<file path="config.mk">
export PLATFORM = sky130hd
export DESIGN_NAME = bixb_top
export DESIGN_NICKNAME = d
export VERILOG_FILES = /design/src/hdl/bixb_pkg.sv /design/src/hdl/bixb_top.sv /design/src/hdl/pad_mux.sv /design/src/hdl/spi_master.sv /design/src/hdl/gpio_port.sv
export SDC_FILE = /design/constraint.sdc
export NUM_CORES = 1
export LEC_CHECK = 0
export ABC_AREA = 1
export BUFFER_PORTS_ARGS = -buffer_cell sky130_fd_sc_hd__buf_2
export CAP_MARGIN = 40
export CORE_ASPECT_RATIO = 1.1
export CORE_MARGIN = 1
export CORE_UTILIZATION = 45
export DETAILED_ROUTE_END_ITERATION = 16
export PLACE_DENSITY = 0.69
export SYNTH_ARGS = -nofsm -noshare
export SYNTH_HDL_FRONTEND = slang
export SYNTH_SLANG_ARGS = --single-unit
</file>
<file path="constraint.sdc">
create_clock -name clk -period 1.8 [get_ports clk]
set_clock_uncertainty 0.1 [all_clocks]
set_input_delay 0 -clock clk [delete_from_list [all_inputs] [get_ports clk]]
set_output_delay 0 -clock clk [all_outputs]
set_load 0.02 [all_outputs]
</file>
<file path="src/hdl/bixb_pkg.sv">
/*
 * Shared types and constants for the BIXB peripheral (GPIO port, SPI master, pad mux).
 * Referenced with scoped names from every RTL file and the testbench.
 */
package bixb_pkg;

   typedef logic [7:0] byte_t;      // Bus data byte / register value
   typedef logic [5:0] io_addr_t;   // I/O space address
   typedef logic [7:0] pad_t;       // One bit per board pad
   typedef logic [1:0] spi_rate_t;  // SPR code

   // Pad positions ------------------------------
   localparam int PAD_CFG    = 0;   // Module config strap
   localparam int PAD_RESETN = 1;   // Module hard reset, low active
   localparam int PAD_WAKE   = 2;
   localparam int PAD_ENABLE = 3;   // Module chip enable
   localparam int PAD_SS     = 4;   // SD card slave select
   localparam int PAD_MOSI   = 5;   // GPIO bit 5 while SPI is off
   localparam int PAD_MISO   = 6;   // GPIO bit 6 while SPI is off
   localparam int PAD_SCK    = 7;   // GPIO bit 7 while SPI is off

   // SPI register fields ------------------------
   localparam int SPCR_SPE  = 6;    // SPI enable
   localparam int SPCR_SPR  = 0;    // Rate select, LSB of a 2-bit field
   localparam int SPSR_SPIF = 7;    // Transfer complete
   localparam int SPSR_WCOL = 6;    // Write collision

   // GPIO reset state: cfg, enable and SS driven high, module held in reset
   localparam byte_t GPIO_DDR_RST  = 8'h1F;
   localparam byte_t GPIO_PORT_RST = 8'h19;

   // SCK half-period in clk cycles, full period is clk/4, /16, /64, /128
   function automatic logic [6:0] spi_half_period(input spi_rate_t rate);
      case (rate)
         2'd0:    return 7'd2;
         2'd1:    return 7'd8;
         2'd2:    return 7'd32;
         default: return 7'd64;
      endcase
   endfunction

endpackage
</file>
<file path="src/hdl/bixb_top.sv">
/*
 * BIXB top: GPIO port and SPI master on the I/O bus, merged onto 8 pads.
 * The register addresses are set here and passed to the two blocks.
 */
`timescale 1ns/100ps

module bixb_top #(
   parameter bixb_pkg::io_addr_t PIN_ADDR  = 6'h20,
   parameter bixb_pkg::io_addr_t DDR_ADDR  = 6'h21,
   parameter bixb_pkg::io_addr_t PORT_ADDR = 6'h22,
   parameter bixb_pkg::io_addr_t SPCR_ADDR = 6'h2C,
   parameter bixb_pkg::io_addr_t SPSR_ADDR = 6'h2D,
   parameter bixb_pkg::io_addr_t SPDR_ADDR = 6'h2E
) (
   input  logic               clk,
   input  logic               rst_n,
   // I/O bus
   input  bixb_pkg::io_addr_t adr,
   input  bixb_pkg::byte_t    dbus_in,
   input  logic               iore,
   input  logic               iowe,
   output bixb_pkg::byte_t    dbus_out,
   output logic               io_out_en,
   // Pads
   input  bixb_pkg::pad_t     pad_in,
   output bixb_pkg::pad_t     pad_out,
   output bixb_pkg::pad_t     pad_oe
);

   bixb_pkg::byte_t  gpio_dbus_out, spi_dbus_out;
   logic             gpio_out_en, spi_out_en;
   bixb_pkg::byte_t  portx, ddrx;
   logic             spe, sck, mosi, miso;

   // GPIO port ------------------------------
   gpio_port #(
      .PIN_ADDR  (PIN_ADDR),
      .DDR_ADDR  (DDR_ADDR),
      .PORT_ADDR (PORT_ADDR)
   ) gpio_port0 (
      .clk (clk), .rst_n (rst_n),
      .adr (adr), .dbus_in (dbus_in), .iore (iore), .iowe (iowe),
      .dbus_out (gpio_dbus_out), .out_en (gpio_out_en),
      .pin_in (pad_in),              // Raw pads, synchronized inside
      .portx (portx), .ddrx (ddrx)
   );

   // SD card SPI master
   spi_master #(
      .SPCR_ADDR (SPCR_ADDR),
      .SPSR_ADDR (SPSR_ADDR),
      .SPDR_ADDR (SPDR_ADDR)
   ) spi_master0 (
      .clk (clk), .rst_n (rst_n),
      .adr (adr), .dbus_in (dbus_in), .iore (iore), .iowe (iowe),
      .dbus_out (spi_dbus_out), .out_en (spi_out_en),
      .miso (miso), .spe (spe), .sck (sck), .mosi (mosi)
   );

   pad_mux pad_mux0 (
      .portx (portx), .ddrx (ddrx),
      .spe (spe), .sck (sck), .mosi (mosi), .miso (miso),
      .pad_in (pad_in), .pad_out (pad_out), .pad_oe (pad_oe)
   );

   // Each block zeroes its byte when not selected, addresses never overlap
   assign dbus_out  = gpio_dbus_out | spi_dbus_out;
   assign io_out_en = gpio_out_en | spi_out_en;

endmodule

</file>
<file path="src/hdl/pad_mux.sv">
/*
 * Pad multiplexer. GPIO owns every pad by default; an enabled SPI takes
 * sck and mosi as outputs and turns miso into an input. Purely combinational.
 */
`timescale 1ns/100ps

module pad_mux (
   // GPIO side
   input  bixb_pkg::byte_t portx,
   input  bixb_pkg::byte_t ddrx,
   // SPI side
   input  logic            spe,
   input  logic            sck,
   input  logic            mosi,
   output logic            miso,
   // Pads
   input  bixb_pkg::pad_t  pad_in,
   output bixb_pkg::pad_t  pad_out,
   output bixb_pkg::pad_t  pad_oe      // 1 = pad driven
);

   // Default control from DDR and PORT ---
   always_comb begin
      pad_oe  = ddrx;
      pad_out = portx;

      // SPI override, master only
      if (spe) begin
         pad_oe[bixb_pkg::PAD_SCK]   = 1'b1;
         pad_out[bixb_pkg::PAD_SCK]  = sck;
         pad_oe[bixb_pkg::PAD_MOSI]  = 1'b1;
         pad_out[bixb_pkg::PAD_MOSI] = mosi;
         pad_oe[bixb_pkg::PAD_MISO]  = 1'b0;  // Card drives this one
         pad_out[bixb_pkg::PAD_MISO] = 1'b0;
      end
   end

   // MISO straight from the pad, the SPI samples it on its own schedule
   assign miso = pad_in[bixb_pkg::PAD_MISO];

endmodule

</file>
<file path="src/hdl/spi_master.sv">
/*
 * SPI master, mode 0, MSB first, with AVR-style SPCR/SPSR/SPDR registers.
 * Software writes SPDR to start a byte and polls SPIF for the end of it.
 */
`timescale 1ns/100ps

module spi_master #(
   parameter bixb_pkg::io_addr_t SPCR_ADDR = 6'h2C,
   parameter bixb_pkg::io_addr_t SPSR_ADDR = 6'h2D,
   parameter bixb_pkg::io_addr_t SPDR_ADDR = 6'h2E
) (
   input  logic               clk,
   input  logic               rst_n,
   // I/O bus
   input  bixb_pkg::io_addr_t adr,
   input  bixb_pkg::byte_t    dbus_in,
   input  logic               iore,
   input  logic               iowe,
   output bixb_pkg::byte_t    dbus_out,   // Zero unless out_en
   output logic               out_en,
   // SPI pins
   input  logic               miso,
   output logic               spe,        // Pad override request
   output logic               sck,
   output logic               mosi
);

   logic                   spcr_sel, spsr_sel, spdr_sel;
   logic                   spdr_wr;    // Bus write to SPDR this cycle
   logic                   spdr_rd;    // Bus read of SPDR this cycle
   bixb_pkg::byte_t        spcr;
   bixb_pkg::spi_rate_t    rate;
   logic [6:0]             half;       // Half-period for the current rate
   bixb_pkg::byte_t        shreg;      // Shift register, doubles as SPDR
   logic                   spif;
   logic                   wcol;
   logic                   busy;
   logic                   start;
   logic                   tick;       // SCK edge this cycle
   logic                   done;       // Last falling edge
   logic                   sck_q;
   logic                   miso_smp;   // Bit caught on the rising edge
   logic [6:0]             div_cnt;
   logic [3:0]             edge_cnt;   // Counts 16 half-periods

   // Decode --------------------------------------
   assign spcr_sel = (adr == SPCR_ADDR);
   assign spsr_sel = (adr == SPSR_ADDR);
   assign spdr_sel = (adr == SPDR_ADDR);
   assign spdr_wr  = iowe && spdr_sel;
   assign spdr_rd  = iore && spdr_sel;

   assign spe  = spcr[bixb_pkg::SPCR_SPE];
   assign rate = spcr[bixb_pkg::SPCR_SPR +: 2];
   assign half = bixb_pkg::spi_half_period(rate);

   always_ff @(posedge clk) begin
      if (!rst_n) begin
         spcr <= '0;
      end else if (iowe && spcr_sel) begin
         spcr <= dbus_in;
      end
   end

   // Clock divider and edge sequencing -----------
   assign start = spdr_wr && spe && !busy;
   assign tick  = busy && (div_cnt == 7'd0);
   assign done  = tick && (edge_cnt == 4'd15);   // SCK returns low here

   always_ff @(posedge clk) begin
      if (!rst_n) begin
         busy     <= 1'b0;
         sck_q    <= 1'b0;
         div_cnt  <= '0;
         edge_cnt <= '0;
      end else if (!spe) begin
         busy  <= 1'b0;                      // Disabling aborts a transfer
         sck_q <= 1'b0;
      end else if (start) begin
         busy     <= 1'b1;
         div_cnt  <= half - 7'd1;
         edge_cnt <= '0;
      end else if (tick) begin
         div_cnt  <= half - 7'd1;
         sck_q    <= ~sck_q;
         edge_cnt <= edge_cnt + 4'd1;
         if (done) begin
            busy <= 1'b0;
         end
      end else if (busy) begin
         div_cnt <= div_cnt - 7'd1;
      end
   end

   // Data path: sample on rise, shift on fall
   always_ff @(posedge clk) begin
      if (tick && !sck_q) begin
         miso_smp <= miso;
      end
   end

   always_ff @(posedge clk) begin
      if (spdr_wr && !busy) begin
         shreg <= dbus_in;                   // Collisions leave it alone
      end else if (tick && sck_q) begin
         shreg <= {shreg[6:0], miso_smp};
      end
   end

   // Status flags, completion wins over a clear
   always_ff @(posedge clk) begin
      if (!rst_n) begin
         spif <= 1'b0;
         wcol <= 1'b0;
      end else begin
         if (done) begin
            spif <= 1'b1;
         end else if (spdr_rd || spdr_wr) begin
            spif <= 1'b0;
         end
         if (spdr_wr && busy) begin
            wcol <= 1'b1;
         end else if (spdr_rd || spdr_wr) begin
            wcol <= 1'b0;
         end
      end
   end

   // Read back -----------------------------------
   assign out_en = iore && (spcr_sel || spsr_sel || spdr_sel);

   always_comb begin
      dbus_out = '0;
      if (out_en) begin
         if (spcr_sel) begin
            dbus_out = spcr;
         end else if (spsr_sel) begin
            dbus_out[bixb_pkg::SPSR_SPIF] = spif;
            dbus_out[bixb_pkg::SPSR_WCOL] = wcol;
         end else begin
            dbus_out = shreg;
         end
      end
   end

   assign sck  = sck_q;
   assign mosi = shreg[7];                   // MSB first, valid before first rise

endmodule

</file>
<file path="src/hdl/gpio_port.sv">
/*
 * AVR-style 8-bit GPIO port: PORT and DDR registers plus a synchronized PIN.
 * PORT and DDR go straight to the pad mux; PIN reads come through two flops.
 */
`timescale 1ns/100ps

module gpio_port #(
   parameter bixb_pkg::io_addr_t PIN_ADDR  = 6'h20,
   parameter bixb_pkg::io_addr_t DDR_ADDR  = 6'h21,
   parameter bixb_pkg::io_addr_t PORT_ADDR = 6'h22
) (
   input  logic               clk,
   input  logic               rst_n,
   // I/O bus
   input  bixb_pkg::io_addr_t adr,
   input  bixb_pkg::byte_t    dbus_in,
   input  logic               iore,
   input  logic               iowe,
   output bixb_pkg::byte_t    dbus_out,   // Zero unless out_en
   output logic               out_en,
   // Pad side
   input  bixb_pkg::pad_t     pin_in,     // Raw pad values, asynchronous
   output bixb_pkg::byte_t    portx,      // Output values to pad mux
   output bixb_pkg::byte_t    ddrx        // Directions to pad mux, 1 = output
);

   logic              pin_sel;
   logic              ddr_sel;
   logic              port_sel;
   bixb_pkg::pad_t    pin_meta;           // First synchronizer stage
   bixb_pkg::pad_t    pin_sync;           // Second stage, what PIN returns

   // Address decode ------------------------------
   assign pin_sel  = (adr == PIN_ADDR);
   assign ddr_sel  = (adr == DDR_ADDR);
   assign port_sel = (adr == PORT_ADDR);

   // Control registers, PIN is read only
   always_ff @(posedge clk) begin
      if (!rst_n) begin
         ddrx  <= bixb_pkg::GPIO_DDR_RST;
         portx <= bixb_pkg::GPIO_PORT_RST;
      end else if (iowe) begin
         if (ddr_sel) begin
            ddrx <= dbus_in;
         end
         if (port_sel) begin
            portx <= dbus_in;
         end
      end
   end

   // Two-flop synchronizer on the pad inputs
   always_ff @(posedge clk) begin
      pin_meta <= pin_in;
      pin_sync <= pin_meta;
   end

   // Read back -----------------------------------
   assign out_en = iore && (pin_sel || ddr_sel || port_sel);

   always_comb begin
      dbus_out = '0;
      if (out_en) begin
         if (pin_sel) begin
            dbus_out = pin_sync;
         end else if (ddr_sel) begin
            dbus_out = ddrx;
         end else begin
            dbus_out = portx;               // Only PORT is left
         end
      end
   end

endmodule

</file>
# After elaboration in Yosys (flattened, before gate mapping)
# Cells that the tools add are included.
[totals] ff_bits=64 latchBits=0 ramBits=0 romBits=0 word_cells=87 mem_count=0
[op_classes] add_sub_neg=3 n_mul=0 div=0 n_lt_le_gt_ge=0 eq_ne=9 shift=0 muxes=23 n_bitwise=4 n_reduce_logical=35
[ops] cell="$mux W8" n=7
[ops] cell="$eq A6 B6 Y1 const B" n=6
[ops] cell="$mux W7" n=3
[ops] cell="$pmux W7 S3" n=1
[ops] cell="$reduce_and A2 Y1" n=7
[ops] cell="$sub A7 B1 Y7 const B" n=2
[ops] cell="$logic_and A1 B1 Y1" n=13
[ops] cell="$reduce_bool A2 Y1" n=5
[ops] cell="$mux W4" n=2
[ops] cell="$or A8 B8 Y8" n=1
[ops] cell="$logic_not A7 Y1" n=1
[ops] cell="$mux W1" n=6
[ops] cell="$mux W3" n=2
[ops] cell="$mux W6" n=1
[ops] cell="$logic_or A1 B1 Y1" n=5
[ops] cell="$add A4 B1 Y4 const B" n=1
[ops] cell="$eq A4 B4 Y1 const B" n=1
[ops] cell="$reduce_bool A3 Y1" n=1
[ops] cell="$eq A2 B1 Y1 const B" n=1
[ops] cell="$eq A2 B2 Y1 const B" n=1
[ops] cell="$logic_not A1 Y1" n=2
[ops] cell="$logic_not A2 Y1" n=1
[ops] cell="$mux W2" n=1
[ops] cell="$not A1 Y1" n=2
[ops] cell="$or A1 B1 Y1" n=1

# Longest topological paths before layout
# Gate-level depths: netlist of the first run.
[depth] ltp_word=6 ltp_mapped=11

# Modules after synthesis
# A second synthesis of the first run with hierarchy kept.
[hier_totals] cells_unflattened=468 area_unflattened_um2=3407.0
[by_module_without_submodules] module="spi_master" n_inst=1 cells_per_inst=244 area_per_inst_um2=1826.8
[by_module_without_submodules] module="gpio_port" n_inst=1 cells_per_inst=173 area_per_inst_um2=1342.5
[by_module_without_submodules] module="pad_mux" n_inst=1 cells_per_inst=24 area_per_inst_um2=136.4
[by_module_without_submodules] module="bixb_top" n_inst=1 cells_per_inst=27 area_per_inst_um2=101.3

# Worst setup path before layout of the first run
# No wires, ideal clock.
[synth_timing] path_kind="flip-flop to flip-flop" from="reg spi_master0.div_cnt[0]" to="reg spi_master0.shreg[0] (enable)" arrival_time_ns=1.229 required_ns=1.371 slack_ns=0.142 stages_incl_launch_ff=7 period_less_slack_ns=1.658 cell_sequence="dfxtp_1 > inv_1 > ha_1 > nand3_1 > nor2_1 > nand2_1 > nand2_1"
[synth_via] elab_chain_cells=4
[synth_lines] element="from (decl)" line="spi_master.sv:43" rtl="logic [6:0] div_cnt;"
[synth_lines] element="from (signal assigned)" line="spi_master.sv:81" rtl="div_cnt <= half - 7'd1;"
[synth_lines] element="from (signal assigned)" line="spi_master.sv:84" rtl="div_cnt <= half - 7'd1;"
[synth_lines] element="from (signal assigned)" line="spi_master.sv:91" rtl="div_cnt <= div_cnt - 7'd1;"
[synth_lines] element="$logic_not A7 Y1" line="spi_master.sv:67" rtl="assign tick = busy && (div_cnt == 7'd0);"
[synth_lines] element="$logic_and A1 B1 Y1" line="spi_master.sv:67"
[synth_lines] element="$logic_and A1 B1 Y1" line="spi_master.sv:105" rtl="end else if (tick && sck_q) begin"
[synth_lines] element="$reduce_bool A2 Y1 (no line)"
[synth_lines] element="to (signal assigned)" line="spi_master.sv:104" rtl="shreg <= dbus_in;"
[synth_lines] element="to (signal assigned)" line="spi_master.sv:106" rtl="shreg <= {shreg[6:0], miso_smp};"
[synth_lines] element="to (decl)" line="spi_master.sv:34" rtl="bixb_pkg::byte_t shreg;"
# Every way passes these cells.
# A chain may end at the register's enable or synchronous reset.

# Worst setup path after layout of the first run
[layout_timing] from="reg spi_master0.spcr[6]" to="out dbus_out[6]"
[layout_via] elab_chain_cells=3
[layout_lines] element="from (decl)" line="spi_master.sv:31" rtl="bixb_pkg::byte_t spcr;"
[layout_lines] element="from (signal assigned)" line="spi_master.sv:61" rtl="spcr <= dbus_in;"
[layout_lines] element="$mux W8" line="spi_master.sv:135" rtl="if (spcr_sel) begin"
[layout_lines] element="$mux W8" line="spi_master.sv:134" rtl="if (out_en) begin"
[layout_lines] element="$or A8 B8 Y8" line="bixb_top.sv:67" rtl="assign dbus_out = gpio_dbus_out | spi_dbus_out;"
[layout_lines] element="to (decl)" line="bixb_top.sv:22" rtl="output bixb_pkg::byte_t dbus_out,"
# Every way passes these cells.

==> parameters.txt, run 1 <==
Parameter                              Value

Status
  Status ... finished, final reports clean

Drt
  DRT Pass-1 Iters ... 6
  Number of DRC violations after detailed-routing iteration 0 ... 173
  Via-to-Cell Ratio ... 5.09
  ANT nets after route ... 0
  DR WL/cell ... 13.3 um
  Remaining DRCs ... 0
  Post-detailed-routing wire length ... 7.69 mm
  Number of vias after detailed routing ... 2,951

Pwr
  Highest ir drop seen on vdd ... 0.595 mV
  Static Leakage ... 0.00180 uW
  Total power density per cell area ... 786 nW/um2

Clocking
  Clk sinks ... 64
  Deepest clock path buffer count ... 2
  Htree depth ... 3
  CTS Root Buffer Type ... sky130_fd_sc_hd__clkbuf_8
  Post-CTS clock slew at the launch and capture registers of the worst setup and hold paths ... 70 ps
  TritonCTS clock tree ... built
  Worst skew pair latency ... 340 ps
  Clock buffers created by TritonCTS ... 9

Critical path
  Worst endpoint data arrival time ... 1510 ps
  Critical path required time ... 1700 ps
  Worst reg2reg setup slack ... 230 ps
  Capturing element type of the critical path ... primary output
  Peak fanout along the critical path ... 7
  Crit path launch type ... register
  Path type of the worst setup path ... reg -> out

Layout
  Layout overhead on the synthesized area ... 22.9%
  Final instance count without filler cells ... 580
  Net count of the finished layout ... 523
  Fraction of layout cells with a size suffix above 1 ... 0.197
  Ant diodes ... 0
  Most used cells in the layout excluding fill and tap cells ... sky130_fd_sc_hd__nand2_1, sky130_fd_sc_hd__nor2_1, sky130_fd_sc_hd__dfxtp_1, sky130_fd_sc_hd__buf_2, sky130_fd_sc_hd__inv_1
  Most frequent standard cell in the layout excluding fill and tap cells ... sky130_fd_sc_hd__nand2_1

Global routing
  Number of global-route vias before repair ... 2,543
  GRT Overall Usage ... 0.234
  Number of antenna violations at the first check in global routing ... 0
  Overall overflow remaining after global route ... 0
  Wire length of the first global-routing pass ... 12.3 mm
  Largest net degree at the start of global routing ... 30

Placement
  Quantity of I/O buffers inserted on ports ... 50
  Placed wire-length estimate after detailed placement ... 5.43 mm
  Count of placed standard cells including taps ... 544
  Global placement routability congestion ... 0.798

Synthesis
  Share of flip-flops with an asynchronous set or reset ... 0
  Primary flip-flop cell chosen by synthesis mapping ... sky130_fd_sc_hd__dfxtp_1
  Share of cell area taken by muxes after synthesis ... 0
  Post-synthesis share of cell area spent on and, or, nand and nor gates ... 0.321
  Main combinational cell family by area after synthesis ... simple AND/OR/NAND/NOR gates
  Number of instances in the synthesized netlist ... 424
  Number of flops mapped to enable cells by yosys ... 9
  Number of nets produced by synthesis ... 454
  Synthesis Warnings ... 0
  Yosys reg bits ... 64
  Synthesized cell area ... 3070 um2
  Fraction of synthesized cell area in xor and xnor cells ... 0.00856
  Share of synthesized area occupied by flip-flops and latches ... 0.447
  Adder-Cell Fraction of Synth Area ... 0.0163
  Count of distinct cell types in the synthesized netlist ... 34
  Synthesized area divided by synthesized cell count ... 7.24 um2
  Compound-cell area share of the yosys netlist ... 0.115

STA
  Number of max-slew violations in the final report ... 0
  Setup TNS ... 0 ps
  Unrepaired setup endpoints after global routing ... no
  Maximum clock rate ... 620 MHz
  Worst max-slew margin expressed relative to the limit ... 0.682
  Measured slew at the worst slew-check pin ... 477 ps
  Final critical path time including I/O delays and setup ... 1610 ps
  Final count of negative-setup-slack endpoints ... 0
  Final Cycle Share ... 0.895
  Number of hold violations in the final report ... 0

Floorplan
  Core Footprint ... 6590 um2
  Die outline height ... 88.6 um
  Overall die area ... 7150 um2
  # rows ... 31
  Horiz. Die Dim ... 80.7 um
  Effective utilization at floorplan ... 0.465
  Count of boundary I/O pins ... 51

Run
  Number of maximum-capacitance constraint violations ... 0

Min path
  Type of the tightest min-delay check ... in -> reg
synth_stat cells (all sizes together), types with 3 or more instances:
cell     count  area [um2]
o2111ai      3        26.3
edfxtp       9         270
clkbuf       4        15.0
a21oi       18         101
buf         14         104
inv         39         146
o21ai       37         189
nand3       29         155
nor2        62         238
nand4        4        40.0
dfxtp       55        1100
or2          3        18.8
ha           4        50.1
nand2      129         509
clkinv       4        20.0
metrics by stage:
step	setup slack [ps]	hold slack [ps]	power [uW]	cell area [um2]	util
detailed placement	149	4.07	1650	3350	0.508
global placement	209	1.78	1640	3350	0.508
finish	188	28.0	2970	3770	0.572
CTS	79.9	9.86	2970	3760	0.571
floorplan	142	-72.3	1580	3070	-
global route	28.1	43.8	3070	3770	0.572
power by group:
part / internal (uW) / total [uW] / switching [uW] / leakage (uW)
registers: 1470 / 1480 / 8.07 / 0.000531
clock network: 726 / 1320 / 590 / 0.000108
logic: 74.3 / 174 / 99.8 / 0.00116
total: 2270 / 2970 / 698 / 0.00180
logic make-up after synthesis:
kind of cell / after synthesis
flops: 64
buf+inv: 61
simple gates: 229
compound gates: 63
xor+xnor: 3
fa+ha+maj: 4
timing repair:
action / CTS / global route
gates resized for setup: 0 / 3
hold buffers: 20 / 0
buffers inserted: 0 / 0
endpoints found under the hold margin: 46 / 0
setup endpoints to repair: 0 / 9
flip-flops by register name, indices dropped and copies added (netlist names):
name / flops
spi_master0.div_cnt: 7
spi_master0.spif: 1
gpio_port0.ddrx: 8
spi_master0.busy: 1
spi_master0.sck: 1
spi_master0.spcr: 8
gpio_port0.pin_meta: 8
gpio_port0.pin_sync: 8
gpio_port0.portx: 8
spi_master0.edge_cnt: 4
spi_master0.wcol: 1
spi_master0.shreg: 8
spi_master0.miso_smp: 1
per-layer routing:
metal | part of all wire | global-route usage | vias up
li1 | - | - | 1489
met1 | 0.47 | 0.334 | 1334
met2 | 0.44 | 0.342 | 114
met3 | 0.073 | 0.0567 | 14
met4 | 0.016 | 0.0812 | 0
met5 | 0 | 0 | -
final cells by class:
cell class                      count  area, um2
Multi-Input combinational cell    299       1420
Timing Repair Buffer               76        495
Tap cell                           82        103
Sequential cell                    64       1370
Clock buffer                       10        149
Clock inverter                      6       65.1
Inverter                           43        166
Fill cell                         644       2820
final timing paths:
| path | start | endpoint | cells after the start |
|---|---|---|---|
| worst max-delay path | spi_master0.spcr[6] | dbus_out[6] | 5 |
| worst min-delay path | adr[4] | spi_master0.busy | 4 |
| worst max register to register | spi_master0.div_cnt[0] | spi_master0.shreg[0] | 6 |
| worst min register to register | gpio_port0.pin_meta[3] | gpio_port0.pin_sync[3] | 0 |
worst max-delay path, cell delays in order (launching register included):
cell                        delay (ps)
sky130_fd_sc_hd__dfxtp_1           480
sky130_fd_sc_hd__inv_1             210
sky130_fd_sc_hd__nand2_1           110
sky130_fd_sc_hd__o2111ai_1         100
sky130_fd_sc_hd__nand2_1           100
sky130_fd_sc_hd__buf_2             160
Power figures use the tool's default switching activity.
==> run 2: changes to the inputs <==
Settings changed: CORE_MARGIN 1 to 2, CORE_UTILIZATION 45 to 51, PLACE_DENSITY 0.69 to 0.75, SYNTH_HIERARCHICAL from default to 1.
==> run 2 against run 1 <==
  * Design area is 6.7% higher
  * Sequential share of layout area is 2.3 points lower
  * Combinational power is 29% higher
  * Largest power group unchanged
  * Register-to-register slack worse by 40 ps
  * Cell count is 6.9% higher
  * Worst hold slack better by 29 ps
  * Die area is 2.7% higher
  * Routed wire length is 6.4% higher
  * First-iteration DRC count is 7.5% higher
==> parameters.txt, run 2 <==
Parameter                              Value

Synthesis
  Number of instances in the synthesized netlist ... 468
  Count of distinct cell types in the synthesized netlist ... 39
  Number of nets produced by synthesis ... 498
  Synthesized cell area ... 3410 um2
  Cell types with the largest area share after synthesis ... sky130_fd_sc_hd__dfxtp_1, sky130_fd_sc_hd__nand2_1, sky130_fd_sc_hd__edfxtp_1
  Area share of the largest cell type after synthesis ... 0.323
  Dominant cell by count in the synthesized netlist ... sky130_fd_sc_hd__nand2_1
  Share of flip-flops with an asynchronous set or reset ... 0
  Primary flip-flop cell chosen by synthesis mapping ... sky130_fd_sc_hd__dfxtp_1
  Share of synthesized area occupied by flip-flops and latches ... 0.402
  Number of flops mapped to enable cells by yosys ... 9
  Synthesis Warnings ... 6
  Leading cell types by count after synthesis ... sky130_fd_sc_hd__nand2_1, sky130_fd_sc_hd__inv_1, sky130_fd_sc_hd__dfxtp_1, sky130_fd_sc_hd__nand3_1, sky130_fd_sc_hd__nor2_1
  Synthesized area divided by synthesized cell count ... 7.28 um2
  Yosys reg bits ... 64
  Largest area contributor in the netlist ... sky130_fd_sc_hd__dfxtp_1

Pwr
  Comb pwr share ... 0.081
  Clock power share ... 0.389
  Int Pwr ... 2050 uW
  Static Leakage ... 0.00187 uW
  Reg power frac ... 0.530
  Highest ir drop seen on vdd ... 0.400 mV
  Total power density per cell area ... 691 nW/um2
  Net switching share of the total power ... 0.263
  Switching power ... 731 uW

Placement
  Global placement routability congestion ... 0.882
  Placed wire-length estimate after detailed placement ... 6.14 mm
  Quantity of I/O buffers inserted on ports ... 50

Clocking
  Setup bufs post-CTS ... 0
  CTS Root Buffer Type ... sky130_fd_sc_hd__clkbuf_8
  Deepest clock path buffer count ... 2
  TritonCTS clock tree ... built
  Htree depth ... 3
  Worst skew pair latency ... 340 ps
  Post-CTS clock slew at the launch and capture registers of the worst setup and hold paths ... 70 ps
  Clock buffers created by TritonCTS ... 9
  Clk sinks ... 64

Critical path
  Stage delay of the slowest cell on the critical path ... 520 ps
  Cells along the critical path ... dlygate4sd3_1 -> buf_2 -> o21ai_2 -> nor2_4 -> nand2_1 -> a21oi_1 -> inv_1 -> nand2_1 -> buf_2
  Crit path launch type ... input port
  Depth of the worst register-to-register path ... 6
  Critical path required time ... 1700 ps
  Path type of the worst setup path ... in -> out
  Worst endpoint data arrival time ... 1530 ps
  Capturing element type of the critical path ... primary output
  CP max stage cell ... sky130_fd_sc_hd__dlygate4sd3_1
  Peak fanout along the critical path ... 9

Min path
  Type of the tightest min-delay check ... in -> reg
  Hold Path Cell Cnt ... 4

Status
  Status ... finished, final reports clean

Floorplan
  Die outline height ... 89.7 um
  Effective utilization at floorplan ... 0.523
  Horiz. Die Dim ... 81.9 um
  Count of boundary I/O pins ... 51
  # rows ... 31
  Core Footprint ... 6520 um2
  Overall die area ... 7350 um2

Global routing
  Number of antenna violations at the first check in global routing ... 0
  Largest net degree at the start of global routing ... 31
  Number of global-route vias before repair ... 2,980
  Overall overflow remaining after global route ... 0
  GRT Overall Usage ... 0.238
  Wire length of the first global-routing pass ... 13.3 mm

STA
  Worst Hold Margin ... 57.1 ps
  Final count of negative-setup-slack endpoints ... 0
  Worst max-slew margin expressed relative to the limit ... 0.620
  Measured slew at the worst slew-check pin ... 569 ps
  Unrepaired setup endpoints after global routing ... no
  Maximum clock rate ... 615 MHz
  Number of hold violations in the final report ... 0
  Setup TNS ... 0 ps
  Number of max-slew violations in the final report ... 0
  Final critical path time including I/O delays and setup ... 1630 ps
  Final Cycle Share ... 0.903

Drt
  Number of vias after detailed routing ... 3,236
  ANT nets after route ... 0
  Via-to-Cell Ratio ... 5.22
  DRT Pass-1 Iters ... 6
  DR WL/cell ... 13.2 um
  Remaining DRCs ... 0
  Number of DRC violations after detailed-routing iteration 0 ... 186
  Post-detailed-routing wire length ... 8.18 mm

Run
  Number of maximum-capacitance constraint violations ... 0

Layout
  Ant diodes ... 0
  Share of the core filled with cells ... 0.618
  Net count of the finished layout ... 563
  Most frequent standard cell in the layout excluding fill and tap cells ... sky130_fd_sc_hd__nand2_1
  Most used cells in the layout excluding fill and tap cells ... sky130_fd_sc_hd__nand2_1, sky130_fd_sc_hd__inv_1, sky130_fd_sc_hd__dfxtp_1, sky130_fd_sc_hd__buf_2, sky130_fd_sc_hd__nand3_1
  Layout overhead on the synthesized area ... 18.1%
  Fraction of layout cells with a size suffix above 1 ... 0.203
run 2: worst paths after layout:
kind / from / to / slack, ps
worst min register to register: gpio_port0/pin_meta[7] / gpio_port0/pin_sync[7] / 230
worst max register to register: spi_master0/div_cnt[1] / spi_master0/shreg[5] / 190
worst max-delay path: iore / dbus_out[2] / 170
worst min-delay path: adr[1] / gpio_port0/ddrx[3] / 60
run 2: layer usage:
metal / track usage / vias up / wire (um)
li1: - / 1630 / -
met1: 0.302 / 1482 / 3630
met2: 0.377 / 108 / 3870
met3: 0.0512 / 16 / 496
met4: 0.114 / 0 / 186
met5: 0 / - / 0
run 2: layout make-up:
cell class	count	area (um2)
clock buffers	9	124
clock inverters	7	46.3
fillers	622	2490
inverters	78	298
multi-input cells	305	1600
flip-flops and latches	64	1370
well taps	82	103
repair buffers	75	485
run 2: repair_timing:
item	in CTS	in global routing
resized for setup	0	1
endpoints found under the hold margin	48	0
endpoints found under the setup margin	0	8
hold buffers	19	0
run 2: per-stage QoR:
step	cell area, um2	setup WS [ps]	std cells	total power (uW)
after global placement	3660	176	585	1700
after detailed placement	3660	102	585	1700
after floorplan	3410	201	468	1620
final	4030	174	620	2780
after CTS	4020	91.4	620	2810
after global routing	4030	49.9	620	2910
run 2: critical path: cells and delay by family:
| family | cells | cell delay, ps |
|---|---|---|
| compound gates | 2 | 270 |
| buf+inv | 4 | 880 |
| simple gates | 3 | 370 |
run 2: kinds of logic after synthesis:
kind of cell             synth area share
XOR/XNOR                          0.00771
buffers and inverters               0.129
AND/OR/NAND/NOR                     0.324
flip-flops                          0.402
AO/OA/AOI/OAI                       0.122
adder cells (fa/ha/maj)            0.0147
run 2: power by group through the flow:
stage / combinational (uW) / sequential, uW / clock [uW]
final: 225 / 1480 / 1080
after CTS: 224 / 1480 / 1110
after floorplan: 115 / 1510 / 0
after global placement: 188 / 1510 / 0
after global routing: 246 / 1480 / 1190
after detailed placement: 192 / 1510 / 0
==> run 3: changes to the inputs <==
Settings changed: ABC_AREA 1 to default, PLACE_DENSITY 0.75 to 0.76.
==> run 3 against run 2 <==
  * The flow now finishes with violations (setup timing)
  * Non-clock buffer count grew 17
  * Cell count is 20% lower
  * Sequential share of layout area rose by 1.0 points
  * Clock power up 9%
  * Critical path depth down 4
  * Routed wire length is 3.4% lower
  * Critical path type is now reg -> reg
  * Critical endpoint is now spi_master0/div_cnt[2]
  * Largest cell class unchanged
==> parameters.txt, run 3 <==
Parameter                              Value

Status
  Failing checks ... setup timing
  Status ... finished, violations left

Floorplan
  Core Footprint ... 5840 um2
  Overall die area ... 6730 um2
  # rows ... 29
  Effective utilization at floorplan ... 0.531
  Count of boundary I/O pins ... 51
  Horiz. Die Dim ... 78.4 um
  Die outline height ... 85.8 um

STA
  Final count of negative-setup-slack endpoints ... 2
  Number of hold violations in the final report ... 0
  Measured slew at the worst slew-check pin ... 529 ps
  Final Cycle Share ... 1.00
  PnR worst setup slack ... -4.03 ps
  Worst max-slew margin expressed relative to the limit ... 0.648
  Final critical path time including I/O delays and setup ... 1800 ps
  Number of max-slew violations in the final report ... 0
  Unrepaired setup endpoints after global routing ... yes
  Maximum clock rate ... 554 MHz
  Setup TNS ... -5.53 ps

Critical path
  Depth of the worst register-to-register path ... 5
  CP max stage cell ... sky130_fd_sc_hd__or4_4
  Reg-to-reg critical path startpoint ... spi_master0/div_cnt[4]
  Cells along the critical path ... or4_4 -> nor2_4 -> a211o_1 -> o21ai_1 -> o2bb2ai_2
  Capturing element type of the critical path ... register
  Worst endpoint data arrival time ... 1930 ps
  Crit. Startpoint ... spi_master0/div_cnt[4]
  Stage delay of the slowest cell on the critical path ... 600 ps
  Path type of the worst setup path ... reg -> reg
  FF-to-FF End ... spi_master0/div_cnt[2]
  Worst reg2reg setup slack ... -4 ps
  Critical path required time ... 1920 ps
  Peak fanout along the critical path ... 7
  Capture point of the worst path ... spi_master0/div_cnt[2]
  Crit path launch type ... register

Layout
  Net count of the finished layout ... 447
  Fraction of layout cells with a size suffix above 1 ... 0.270
  Ant diodes ... 0
  Most used cells in the layout excluding fill and tap cells ... sky130_fd_sc_hd__nand2_1, sky130_fd_sc_hd__dfxtp_1, sky130_fd_sc_hd__buf_2, sky130_fd_sc_hd__mux2i_1
  Layout overhead on the synthesized area ... 26.1%
  Most frequent standard cell in the layout excluding fill and tap cells ... sky130_fd_sc_hd__nand2_1
  Final instance count without filler cells ... 499
  Finished layout cell area ... 3910 um2

Pwr
  Total power density per cell area ... 729 nW/um2
  Highest ir drop seen on vdd ... 0.571 mV
  Static Leakage ... 0.00176 uW

Synthesis
  Cell types with the largest area share after synthesis ... sky130_fd_sc_hd__dfxtp_1, sky130_fd_sc_hd__mux2i_1, sky130_fd_sc_hd__edfxtp_1
  Share of flip-flops with an asynchronous set or reset ... 0
  Count of distinct cell types in the synthesized netlist ... 51
  Share of synthesized area occupied by flip-flops and latches ... 0.442
  Area share of the largest cell type after synthesis ... 0.355
  Synthesis Warnings ... 6
  Leading cell types by count after synthesis ... sky130_fd_sc_hd__nand2_1, sky130_fd_sc_hd__dfxtp_1, sky130_fd_sc_hd__mux2i_1, sky130_fd_sc_hd__nor2_1, sky130_fd_sc_hd__nor2b_1
  Synthesized cell area ... 3100 um2
  Synthesized area divided by synthesized cell count ... 9.18 um2
  Primary flip-flop cell chosen by synthesis mapping ... sky130_fd_sc_hd__dfxtp_1
  Yosys reg bits ... 64
  Number of flops mapped to enable cells by yosys ... 9
  Largest area contributor in the netlist ... sky130_fd_sc_hd__dfxtp_1
  Number of instances in the synthesized netlist ... 338
  Dominant cell by count in the synthesized netlist ... sky130_fd_sc_hd__nand2_1
  Number of nets produced by synthesis ... 368

Placement
  Post-Place Cell Area ... 3490 um2
  Quantity of I/O buffers inserted on ports ... 50
  Global placement routability congestion ... 0.935
  Worst setup slack before clock tree synthesis ... -173 ps
  Count of placed standard cells including taps ... 463
  Placed wire-length estimate after detailed placement ... 5.61 mm

Drt
  Post-detailed-routing wire length ... 7.90 mm
  Number of DRC violations after detailed-routing iteration 0 ... 123
  Remaining DRCs ... 0
  DRT Pass-1 Iters ... 6
  Number of vias after detailed routing ... 2,727
  Via-to-Cell Ratio ... 5.46
  ANT nets after route ... 0
  DR WL/cell ... 15.8 um

Clocking
  CTS Root Buffer Type ... sky130_fd_sc_hd__clkbuf_8
  Post-CTS clock slew at the launch and capture registers of the worst setup and hold paths ... 80 ps
  TritonCTS clock tree ... built
  Clk sinks ... 64
  Htree depth ... 3
  Worst skew pair latency ... 340 ps
  Deepest clock path buffer count ... 2
  Clock buffers created by TritonCTS ... 9

Global routing
  Overall overflow remaining after global route ... 0
  Largest net degree at the start of global routing ... 33
  Number of antenna violations at the first check in global routing ... 0
  Wire length of the first global-routing pass ... 12.7 mm
  Number of global-route vias before repair ... 2,636
  GRT Overall Usage ... 0.246

Min path
  Type of the tightest min-delay check ... in -> reg
  Hold Path Cell Cnt ... 4

Run
  Number of maximum-capacitance constraint violations ... 0
run 3: changes by cell type after synthesis, moves of 9 or more:
| cell | previous run | this run |
|---|---|---|
| sky130_fd_sc_hd__nor2_1 | 34 | 25 |
| sky130_fd_sc_hd__mux2i_1 | 0 | 34 |
| sky130_fd_sc_hd__inv_1 | 69 | 7 |
| sky130_fd_sc_hd__nand2_1 | 115 | 57 |
| sky130_fd_sc_hd__o21ai_0 | 17 | 6 |
| sky130_fd_sc_hd__nand3_1 | 40 | 8 |
| sky130_fd_sc_hd__nand4_1 | 13 | 2 |
| sky130_fd_sc_hd__a21oi_1 | 27 | 12 |
| sky130_fd_sc_hd__nor2b_1 | 0 | 16 |
run 3: worst min path at each step:
stage | startpoint | endpoint | slack [ps]
after floorplan | pad_in[0] | gpio_port0/pin_meta[0] | -70
after global placement | pad_in[4] | gpio_port0/pin_meta[4] | 2
after detailed placement | pad_in[4] | gpio_port0/pin_meta[4] | 4
after CTS | iore | spi_master0/spif | 10
after global routing | rst_n | spi_master0/edge_cnt[1] | 20
final | iore | spi_master0/spif | 20
run 3: final cells by class:
cell class	count	area (um2)
inverters	7	26.3
flip-flops and latches	64	1370
fillers	496	1930
clock buffers	12	166
repair buffers	92	609
multi-input cells	243	1620
well taps	77	96.3
clock inverters	4	25.0
run 3: worst max-delay path: cells and delay by family (launching register included):
family             cells  cell delay [ps]
DFF                    1              320
and+or+nand+nor        2              830
AOI/OAI and AO/OA      3              440
run 3: power breakdown:
part / internal, uW / switching, uW / total (uW) / leakage, uW
sequential: 1470 / 6.13 / 1470 / 0.000531
combinational: 99.0 / 108 / 207 / 0.00113
clock: 620 / 555 / 1180 / 0.000102
total: 2180 / 669 / 2850 / 0.00176
run 3: cell families after synthesis:
group                      Yosys count  synth area share
adders and majority gates            4            0.0161
AOI/OAI and AO/OA                   49             0.112
DFF                                 64             0.442
xor gates and xnor gates             1           0.00282
muxes                               37             0.121
and+or+nand+nor                    151             0.248
buffers and inverters               32            0.0584
run 3: per-stage QoR:
step	utilization	power [uW]	hold WS, ps
after CTS	0.659	2880	11.6
after detailed placement	0.598	1680	4.07
after floorplan	-	1600	-72.3
after global placement	0.598	1680	2.39
final	0.670	2850	24.5
after global routing	0.670	2960	19.3
run 3: metal layers:
metal | vias up | GRT usage | routed length [um]
li1 | 1329 | - | -
met1 | 1281 | 0.295 | 3340
met2 | 100 | 0.420 | 3960
met3 | 17 | 0.0674 | 438
met4 | 0 | 0.0989 | 160
met5 | - | 0 | 0
run 3: timing repair:
item	in CTS	in global routing
resized for setup	1	14
hold endpoints to repair	41	0
pin swaps	1	11
cloned	1	0
hold buffers	16	0
endpoints found under the setup margin	21	22
buffers inserted	0	3
